### config.mk
export PLATFORM = sky130hd
export DESIGN_NAME = nib_core
export DESIGN_NICKNAME = d
export VERILOG_FILES = /design/src/source/nib_pkg.sv /design/src/source/nib_exec_if.sv /design/src/source/nib_issue.sv /design/src/source/nib_regfile.sv /design/src/source/nib_alu_exec.sv /design/src/source/nib_core.sv
export VERILOG_INCLUDE_DIRS = /design/src /design/src/include
export SDC_FILE = /design/constraint.sdc
export NUM_CORES = 1
export LEC_CHECK = 0
export ABC_AREA = 1
export BUFFER_PORTS_ARGS = -buffer_cell sky130_fd_sc_hd__buf_2
export CAP_MARGIN = 20
export CELL_PAD_IN_SITES_DETAIL_PLACEMENT = 2
export CELL_PAD_IN_SITES_GLOBAL_PLACEMENT = 2
export CORE_MARGIN = 2
export CORE_UTILIZATION = 40
export CTS_BUF_LIST = sky130_fd_sc_hd__clkbuf_4 sky130_fd_sc_hd__clkbuf_8 sky130_fd_sc_hd__clkbuf_16
export DETAILED_ROUTE_END_ITERATION = 8
export GPL_TIMING_DRIVEN = 0
export HOLD_SLACK_MARGIN = 0.06
export PLACE_DENSITY = 0.82
export SLEW_MARGIN = 20
export SYNTH_ARGS = -nofsm -noshare
export SYNTH_HDL_FRONTEND = slang
export SYNTH_SLANG_ARGS = --single-unit
### constraint.sdc
create_clock -name clk -period 5.3 [get_ports clk]
set_input_delay 0.53 -clock clk [delete_from_list [all_inputs] [get_ports clk]]
set_output_delay 0.53 -clock clk [all_outputs]
set_load 0.005 [all_outputs]
### src/include/nib_macros.svh
// Register count, register index width, data width and nibble steps per word
`ifndef NIB_MACROS_SVH
`define NIB_MACROS_SVH

// Architectural registers, x0 included
`define NIB_NUM_REGS 16
`define NIB_REG_ADDR_BITS 4

`define NIB_XLEN 32

// Nibbles per word, one per sub-cycle
`define NIB_STEPS 8

`endif

### src/source/nib_pkg.sv
// ALU operation enumeration and instruction field, nibble and sub-cycle types
`include "nib_macros.svh"

package nib_pkg;

    // ALU operations handled by the execute stage
    typedef enum logic [2:0] {
        ALU_ADD  = 3'd0,
        ALU_SUB  = 3'd1,
        ALU_AND  = 3'd2,
        ALU_OR   = 3'd3,
        ALU_XOR  = 3'd4,
        ALU_SLT  = 3'd5,   // Signed set-less-than
        ALU_SLTU = 3'd6    // Unsigned set-less-than
    } alu_op_e;

    typedef logic [`NIB_REG_ADDR_BITS-1:0] reg_idx_t;

    // Low 12 bits of an I-type immediate
    typedef logic signed [11:0] imm12_t;

    typedef logic [3:0] nibble_t;

    // Sub-cycle counter, one value per nibble of a word
    typedef logic [$clog2(`NIB_STEPS)-1:0] step_t;

endpackage

### src/source/nib_exec_if.sv
// Execution interface with issue, register file and execute modports
`timescale 1ns/100ps

interface nib_exec_if;

    // From issue
    nib_pkg::step_t    counter;     // Free-running sub-cycle
    logic              active;      // Instruction executing this cycle
    logic              pass;        // Second pass of a two-pass op
    nib_pkg::alu_op_e  op;
    nib_pkg::reg_idx_t rs1;
    nib_pkg::reg_idx_t rs2;
    nib_pkg::reg_idx_t rd;
    logic              use_imm;
    nib_pkg::nibble_t  imm_nib;     // Sign-extended immediate, current nibble

    // From register file
    nib_pkg::nibble_t  data_rs1;
    nib_pkg::nibble_t  data_rs2;

    // From execute
    logic              wr_en;
    nib_pkg::nibble_t  data_rd;
    logic              last_pass;   // Current pass finishes the instruction

    modport issue (
        output counter, active, pass, op, rs1, rs2, rd, use_imm, imm_nib,
        input  last_pass
    );

    modport regs (
        input  rs1, rs2, rd, wr_en, data_rd,
        output data_rs1, data_rs2
    );

    modport exec (
        input  counter, active, pass, op, use_imm, imm_nib, data_rs1, data_rs2,
        output wr_en, data_rd, last_pass
    );

endinterface

### src/source/nib_issue.sv
// Issue stage with sub-cycle counter, instruction latch, pass FSM and immediate nibbles
`timescale 1ns/100ps
`include "nib_macros.svh"

module nib_issue (
    input  logic              clk,
    input  logic              rstn,
    input  logic              instr_valid,
    input  nib_pkg::alu_op_e  instr_op,
    input  nib_pkg::reg_idx_t instr_rd,
    input  nib_pkg::reg_idx_t instr_rs1,
    input  nib_pkg::reg_idx_t instr_rs2,
    input  nib_pkg::imm12_t   instr_imm,
    input  logic              instr_use_imm,
    output logic              busy,
    output logic              done,
    nib_exec_if.issue         ex
);

    localparam nib_pkg::step_t LAST_STEP = nib_pkg::step_t'(`NIB_STEPS - 1);

    typedef enum logic [1:0] {
        ST_IDLE,
        ST_WAIT,     // Accepted, waiting for counter wrap
        ST_ACTIVE
    } state_e;

    state_e            state;
    nib_pkg::step_t    step_q;
    logic              pass_q;
    logic              last_step;
    logic              accept;

    nib_pkg::alu_op_e  op_q;
    nib_pkg::reg_idx_t rd_q;
    nib_pkg::reg_idx_t rs1_q;
    nib_pkg::reg_idx_t rs2_q;
    nib_pkg::imm12_t   imm_q;
    logic              use_imm_q;

    assign last_step = (step_q == LAST_STEP);
    assign accept    = instr_valid && (state == ST_IDLE);   // Strobes while busy are dropped

    always_ff @(posedge clk or negedge rstn) begin
        if (!rstn) begin
            step_q <= '0;
            state  <= ST_IDLE;
            pass_q <= 1'b0;
        end else begin
            step_q <= step_q + 1'b1;
            case (state)
                ST_IDLE: begin
                    if (accept) state <= last_step ? ST_ACTIVE : ST_WAIT;
                end
                ST_WAIT: begin
                    if (last_step) state <= ST_ACTIVE;
                end
                ST_ACTIVE: begin
                    if (last_step) begin
                        if (ex.last_pass) begin
                            state  <= ST_IDLE;
                            pass_q <= 1'b0;
                        end else begin
                            pass_q <= 1'b1;
                        end
                    end
                end
                default: state <= ST_IDLE;
            endcase
        end
    end

    // Instruction fields held until done
    always_ff @(posedge clk) begin
        if (accept) begin
            op_q      <= instr_op;
            rd_q      <= instr_rd;
            rs1_q     <= instr_rs1;
            rs2_q     <= instr_rs2;
            imm_q     <= instr_imm;
            use_imm_q <= instr_use_imm;
        end
    end

    // Nibbles 0 to 2 from the field, sign fill above
    always_comb begin
        case (step_q)
            3'd0:    ex.imm_nib = imm_q[3:0];
            3'd1:    ex.imm_nib = imm_q[7:4];
            3'd2:    ex.imm_nib = imm_q[11:8];
            default: ex.imm_nib = {4{imm_q[11]}};
        endcase
    end

    assign ex.counter = step_q;
    assign ex.active  = (state == ST_ACTIVE);
    assign ex.pass    = pass_q;
    assign ex.op      = op_q;
    assign ex.rd      = rd_q;
    assign ex.rs1     = rs1_q;
    assign ex.rs2     = rs2_q;
    assign ex.use_imm = use_imm_q;

    assign busy = (state != ST_IDLE);
    assign done = (state == ST_ACTIVE) && last_step && ex.last_pass;

endmodule

### src/source/nib_regfile.sv
// Nibble-serial register file of rotating words with two reads and one write
`timescale 1ns/100ps
`include "nib_macros.svh"

module nib_regfile (
    input  logic     clk,
    input  logic     rstn,
    nib_exec_if.regs ex
);

    // No storage for x0
    logic [`NIB_XLEN-1:0] regs [1:`NIB_NUM_REGS-1];

    // Every word rotates one nibble per clock, so the bottom
    // nibble always lines up with the sub-cycle counter
    always_ff @(posedge clk or negedge rstn) begin
        if (!rstn) begin
            for (int i = 1; i < `NIB_NUM_REGS; i++) begin
                regs[i] <= '0;
            end
        end else begin
            for (int i = 1; i < `NIB_NUM_REGS; i++) begin
                if (ex.wr_en && (ex.rd == nib_pkg::reg_idx_t'(i))) begin
                    regs[i] <= {ex.data_rd, regs[i][`NIB_XLEN-1:4]};   // New nibble rotates in
                end else begin
                    regs[i] <= {regs[i][3:0], regs[i][`NIB_XLEN-1:4]};
                end
            end
        end
    end

    // Current nibble of each source, x0 reads zero
    always_comb begin
        if (ex.rs1 == '0) begin
            ex.data_rs1 = '0;
        end else begin
            ex.data_rs1 = regs[ex.rs1][3:0];
        end

        if (ex.rs2 == '0) begin
            ex.data_rs2 = '0;
        end else begin
            ex.data_rs2 = regs[ex.rs2][3:0];
        end
    end

endmodule

### src/source/nib_alu_exec.sv
// Execute stage with nibble ALU, carry and compare chain, two-pass SLT and writeback
`timescale 1ns/100ps
`include "nib_macros.svh"

module nib_alu_exec (
    input  logic       clk,
    input  logic       rstn,
    nib_exec_if.exec   ex,
    output logic       wb_en,
    output logic [3:0] wb_data
);

    localparam nib_pkg::step_t LAST_STEP = nib_pkg::step_t'(`NIB_STEPS - 1);

    logic             is_set;        // SLT or SLTU
    logic             is_sub;
    logic             first_step;
    logic             top_step;
    nib_pkg::nibble_t b_raw;
    nib_pkg::nibble_t b_in;
    logic             cy;
    logic             cy_in;
    logic [4:0]       sum;
    logic             lt_signed;
    logic             lt_unsigned;
    logic             cmp;           // Compare result, held into pass 1
    nib_pkg::nibble_t alu_out;

    assign is_set     = (ex.op == nib_pkg::ALU_SLT) || (ex.op == nib_pkg::ALU_SLTU);
    assign is_sub     = is_set || (ex.op == nib_pkg::ALU_SUB);
    assign first_step = (ex.counter == '0);
    assign top_step   = (ex.counter == LAST_STEP);

    assign b_raw = ex.use_imm ? ex.imm_nib : ex.data_rs2;
    assign b_in  = is_sub ? ~b_raw : b_raw;     // Subtract as A + ~B + 1
    assign cy_in = first_step ? is_sub : cy;

    assign sum = {1'b0, ex.data_rs1} + {1'b0, b_in} + {4'b0000, cy_in};

    // Only meaningful on the top nibble
    assign lt_unsigned = ~sum[4];                                   // Borrow out
    assign lt_signed   = (ex.data_rs1[3] ^ b_raw[3]) ? ex.data_rs1[3] : sum[3];

    always_comb begin
        case (ex.op)
            nib_pkg::ALU_AND: alu_out = ex.data_rs1 & b_raw;
            nib_pkg::ALU_OR:  alu_out = ex.data_rs1 | b_raw;
            nib_pkg::ALU_XOR: alu_out = ex.data_rs1 ^ b_raw;
            default:          alu_out = sum[3:0];   // ADD, SUB and the SLT subtract
        endcase
    end

    // Carry chain advances every nibble
    always_ff @(posedge clk or negedge rstn) begin
        if (!rstn) begin
            cy  <= 1'b0;
            cmp <= 1'b0;
        end else begin
            cy <= sum[4];
            if (ex.active && !ex.pass) begin
                if (first_step) begin
                    cmp <= 1'b0;
                end else if (top_step) begin
                    cmp <= (ex.op == nib_pkg::ALU_SLTU) ? lt_unsigned : lt_signed;
                end
            end
        end
    end

    always_comb begin
        ex.last_pass = !is_set || ex.pass;
        ex.wr_en     = 1'b0;
        ex.data_rd   = '0;
        if (ex.active) begin
            if (!is_set) begin
                ex.wr_en   = 1'b1;
                ex.data_rd = alu_out;
            end else if (ex.pass) begin
                // Compare bit in nibble 0, upper bits zero
                ex.wr_en   = 1'b1;
                ex.data_rd = first_step ? {3'b000, cmp} : 4'b0000;
            end
        end
    end

    // Writeback visible at the top level
    assign wb_en   = ex.wr_en;
    assign wb_data = ex.data_rd;

endmodule

### src/source/nib_core.sv
// Top level joining issue, register file and execute stages
`timescale 1ns/100ps

module nib_core (
    input  logic              clk,
    input  logic              rstn,
    input  logic              instr_valid,     // Single-cycle strobe
    input  nib_pkg::alu_op_e  instr_op,
    input  nib_pkg::reg_idx_t instr_rd,
    input  nib_pkg::reg_idx_t instr_rs1,
    input  nib_pkg::reg_idx_t instr_rs2,
    input  nib_pkg::imm12_t   instr_imm,
    input  logic              instr_use_imm,
    output logic              busy,
    output logic              done,            // One cycle, last nibble of final pass
    output logic              wb_en,
    output logic [3:0]        wb_data
);

    nib_exec_if ex_if ();

    nib_issue issue_i (
        .clk           (clk),
        .rstn          (rstn),
        .instr_valid   (instr_valid),
        .instr_op      (instr_op),
        .instr_rd      (instr_rd),
        .instr_rs1     (instr_rs1),
        .instr_rs2     (instr_rs2),
        .instr_imm     (instr_imm),
        .instr_use_imm (instr_use_imm),
        .busy          (busy),
        .done          (done),
        .ex            (ex_if.issue)
    );

    nib_regfile regfile_i (
        .clk  (clk),
        .rstn (rstn),
        .ex   (ex_if.regs)
    );

    nib_alu_exec alu_exec_i (
        .clk     (clk),
        .rstn    (rstn),
        .ex      (ex_if.exec),
        .wb_en   (wb_en),
        .wb_data (wb_data)
    );

endmodule

==> impl_metrics.toml <==
[clock_tree]
clock_sinks = 516
worstSkewPairLatency_ps = 590
post_cts_buffers = 0
htree_levels = 2
clk_pin_slew_ps = 60
cts_tree = "built"
cts_buffers = 49
clockBufferDepth = 3
cts_root_buffer = "clkbuf_16"

[critical_path]
end_kind = "primary output"
required_ps = 4770
r2r_start = "issue_i.ex.counter[1]$_DFF_PN0_"
start_kind = "flop"
worstReg2RegEnd = "regfile_i.regs[478]$_DFF_PN0_"
r2r_slack_ps = 1090
critPathMaxFanout = 10
worstRegToRegCells = 22
critPathKind = "reg -> out"
arrival_ps = 4440

[logic_synthesis]
synthDistinctLibCells = 32
netlist_instances = 1101
synth_seq_cells = 516
syn_area_um2 = 15900
synth_top_area_share_pct = 76.82
synth_area_leader_cell = "dfrtp_1"
async_flop_share_pct = 94.57
yosysWarnings = 0
syn-num-nets = 1150
syn_avg_cell_area_um2 = 14.44
synth_seq_area_share_pct = 82.11
synth-edff-count = 28
synthTopCellsByArea = "dfrtp_1 (77%), edfxtp_1 (5.3%), nand2_1 (5.2%)"
synthFlopType = "dfrtp_1"

[run_status]
status = "completed"

[floorplanning]
rows = 73
die_h_um = 203.4
core_um2 = 39460
fp.dieW_um = 203.4
die-area_um2 = 41350
io_pins = 38
start_util_pct = 40.29

[timing]
relSlewSlack_pct = 61.28
fin_crit_ps = 4969
finalHoldViolCount = 0
rsz0062_at_grt = "false"
setup_tns_ps = 0
fin_crit_sh_pct = 93.75
report.final.slew_viol_count = 0
max_freq_mhz = 201.3
clock-skew-final_ps = 22.55
setup_violations = 0
worst_pin_slew_ps = 580.7

[finish]
fin_area_um2 = 18600
final_layout_size_suffix_gt1_share_pct = 13.85
syn2layout_area_growth_pct = 17.00
final_common_cell = "dfrtp_1"
diodes = 0
n_fill_cell = 3713
final_cell_mix = "dfrtp_1 (488), nand2_1 (218), inv_1 (79)"
final_nets = 1244

[detailed_routing]
avgRoutedWirePerCell_um = 21.93
routed_wl_mm = 38.60
viasPerCell = 4.791
first_pass_iters = 4
drcViolationCount = 0
drt_iter0_markers = 509
antenna_left = 0
via_count = 8433

[global_route]
grt_pass1_vias = 9972
overflow = 0
grt_start_max_net_pins = 113
grt_pass1_wl_mm = 60.59
grt_usage_pct = 19.95
antenna_found_initial = 0

[placement]
gp_congestion = 0.8672
place_area_um2 = 16890
io_buffers = 37
place_hpwl_mm = 25.67

[worst_hold_path]
min_from = "instr_rs1[2]"
whs_endpoint = "issue_i.ex.rs1[2]$_DFFE_PP_"
hold_class = "in -> reg"
holdPathStages = 1

[power_and_ir_drop]
ir_drop_mv = 0.3335
power.density_nw_per_um2 = 442.1
finalPower_uw = 8223
power_leakage_uw = 0.009404

[flow_run]
cap_violations = 0
## timing repair
| action | in CTS | in global routing |
|---|---|---|
| gates resized for setup | 0 | 3 |
| setup endpoints to repair | 0 | 2 |
| hold endpoints to repair | 71 | 0 |
| hold buffers | 1 | 0 |
## layer usage
metal,global-route usage (%),share of wire [%],vias up
met2,33.62,50,133
met4,7.221,3.0,0
li1,-,-,3743
met1,26.60,44,4487
met3,2.892,3.1,70
met5,0,0,-
## synthesized netlist by cell type (2+ instances only)
library cell and n:
dfrtp_1 488, nand2_1 219, inv_1 79, nand3_1 69
o21ai_0 55, nor2_1 29, edfxtp_1 28, o21ai_1 25
a21oi_1 23, ha_1 16, buf_2 10, o211ai_1 10
nand4_1 9, nand2_2 5, buf_6 4, clkbuf_1 4
nor2_2 4, nor3_4 4, a221oi_1 2, fa_1 2
inv_2 2, nor2_4 2, o2111ai_1 2, o21a_1 2
## report_power, final
| part | leakage [uW] | total [uW] | internal [uW] | switching (uW) |
|---|---|---|---|---|
| Combinational | 0.00157 | 494 | 138 | 356 |
| Sequential | 0.00698 | 4140 | 4080 | 61.9 |
| Clock | 0.000852 | 3590 | 2090 | 1500 |
## registers in the layout (all words and copies together), names as in the netlist
signal and cells:
alu_exec_i.cmp 1, alu_exec_i.cy 1, issue_i.ex.counter 3, issue_i.ex.op 3, issue_i.ex.pass 1, issue_i.ex.rd 4
issue_i.ex.rs1 4, issue_i.ex.rs2 4, issue_i.ex.use_imm 1, issue_i.imm_q 12, issue_i.state 2, regfile_i.regs 480
## cells by family after synthesis
logic type / synth area share (%)
AO/OA/AOI/OAI: 4.077
adder cells (fa/ha/maj): 1.511
AND/OR/NAND/NOR: 9.650
buffers and inverters: 2.652
flip-flops: 82.11
## final cells by class
type	count	area [um2]	area share [%]
Buffer	19	117.6	0.6324
Clock buffer	69	1461	7.857
Clock inverter	22	231.5	1.245
Inverter	81	304.0	1.635
Multi-Input combinational cell	485	2440	13.12
Sequential cell	516	13050	70.18
Tap cell	525	656.9	3.532
Timing Repair Buffer	43	335.3	1.803
## worst max-delay path, stage by stage (launching register included)
cell and delay [ps]:
dfrtp_1 420, inv_1 120, ha_1 180, inv_1 40, nor2_1 290, nor2_1 90, nand2_1 170, or2_2 190
nand2_1 70, nand2_1 100, nand2_1 130, nand2_1 90, nand2_1 90, fa_1 420, inv_1 110, fa_1 210
nand2_1 60, inv_1 80, nor2_1 50, nor2_1 100, nor2_1 60, nand2_1 350, buf_6 240, inv_1 60
buf_2 130
## worst max-delay path by stage
stage                                                from                             to  cells after the start
after floorplan           issue_i.ex.counter[0]$_DFF_PN0_                     wb_data[1]                     20
after global placement                               rstn  regfile_i.regs[322]$_DFF_PN0_                      1
after detailed placement      issue_i.ex.rs1[0]$_DFFE_PP_                     wb_data[1]                     18
after CTS                     issue_i.ex.rs1[0]$_DFFE_PP_                     wb_data[1]                     18
after global routing      issue_i.ex.counter[1]$_DFF_PN0_                     wb_data[2]                     24
final                     issue_i.ex.counter[1]$_DFF_PN0_                     wb_data[2]                     24
## metrics by stage
step	worst slack [ps]	util [%]	hold WS [ps]	cells
6_report	331.4	47.14	119.6	1760
5_1_grt	46.32	47.14	92.55	1760
4_1_cts	14.04	47.11	81.92	1760
3_5_place_dp	718.2	42.80	335.6	1668
3_3_place_gp	-5169	42.42	331.0	1663
2_1_floorplan	1918	-	234.4	1101
No activity file was read; power rests on OpenSTA's default activity.
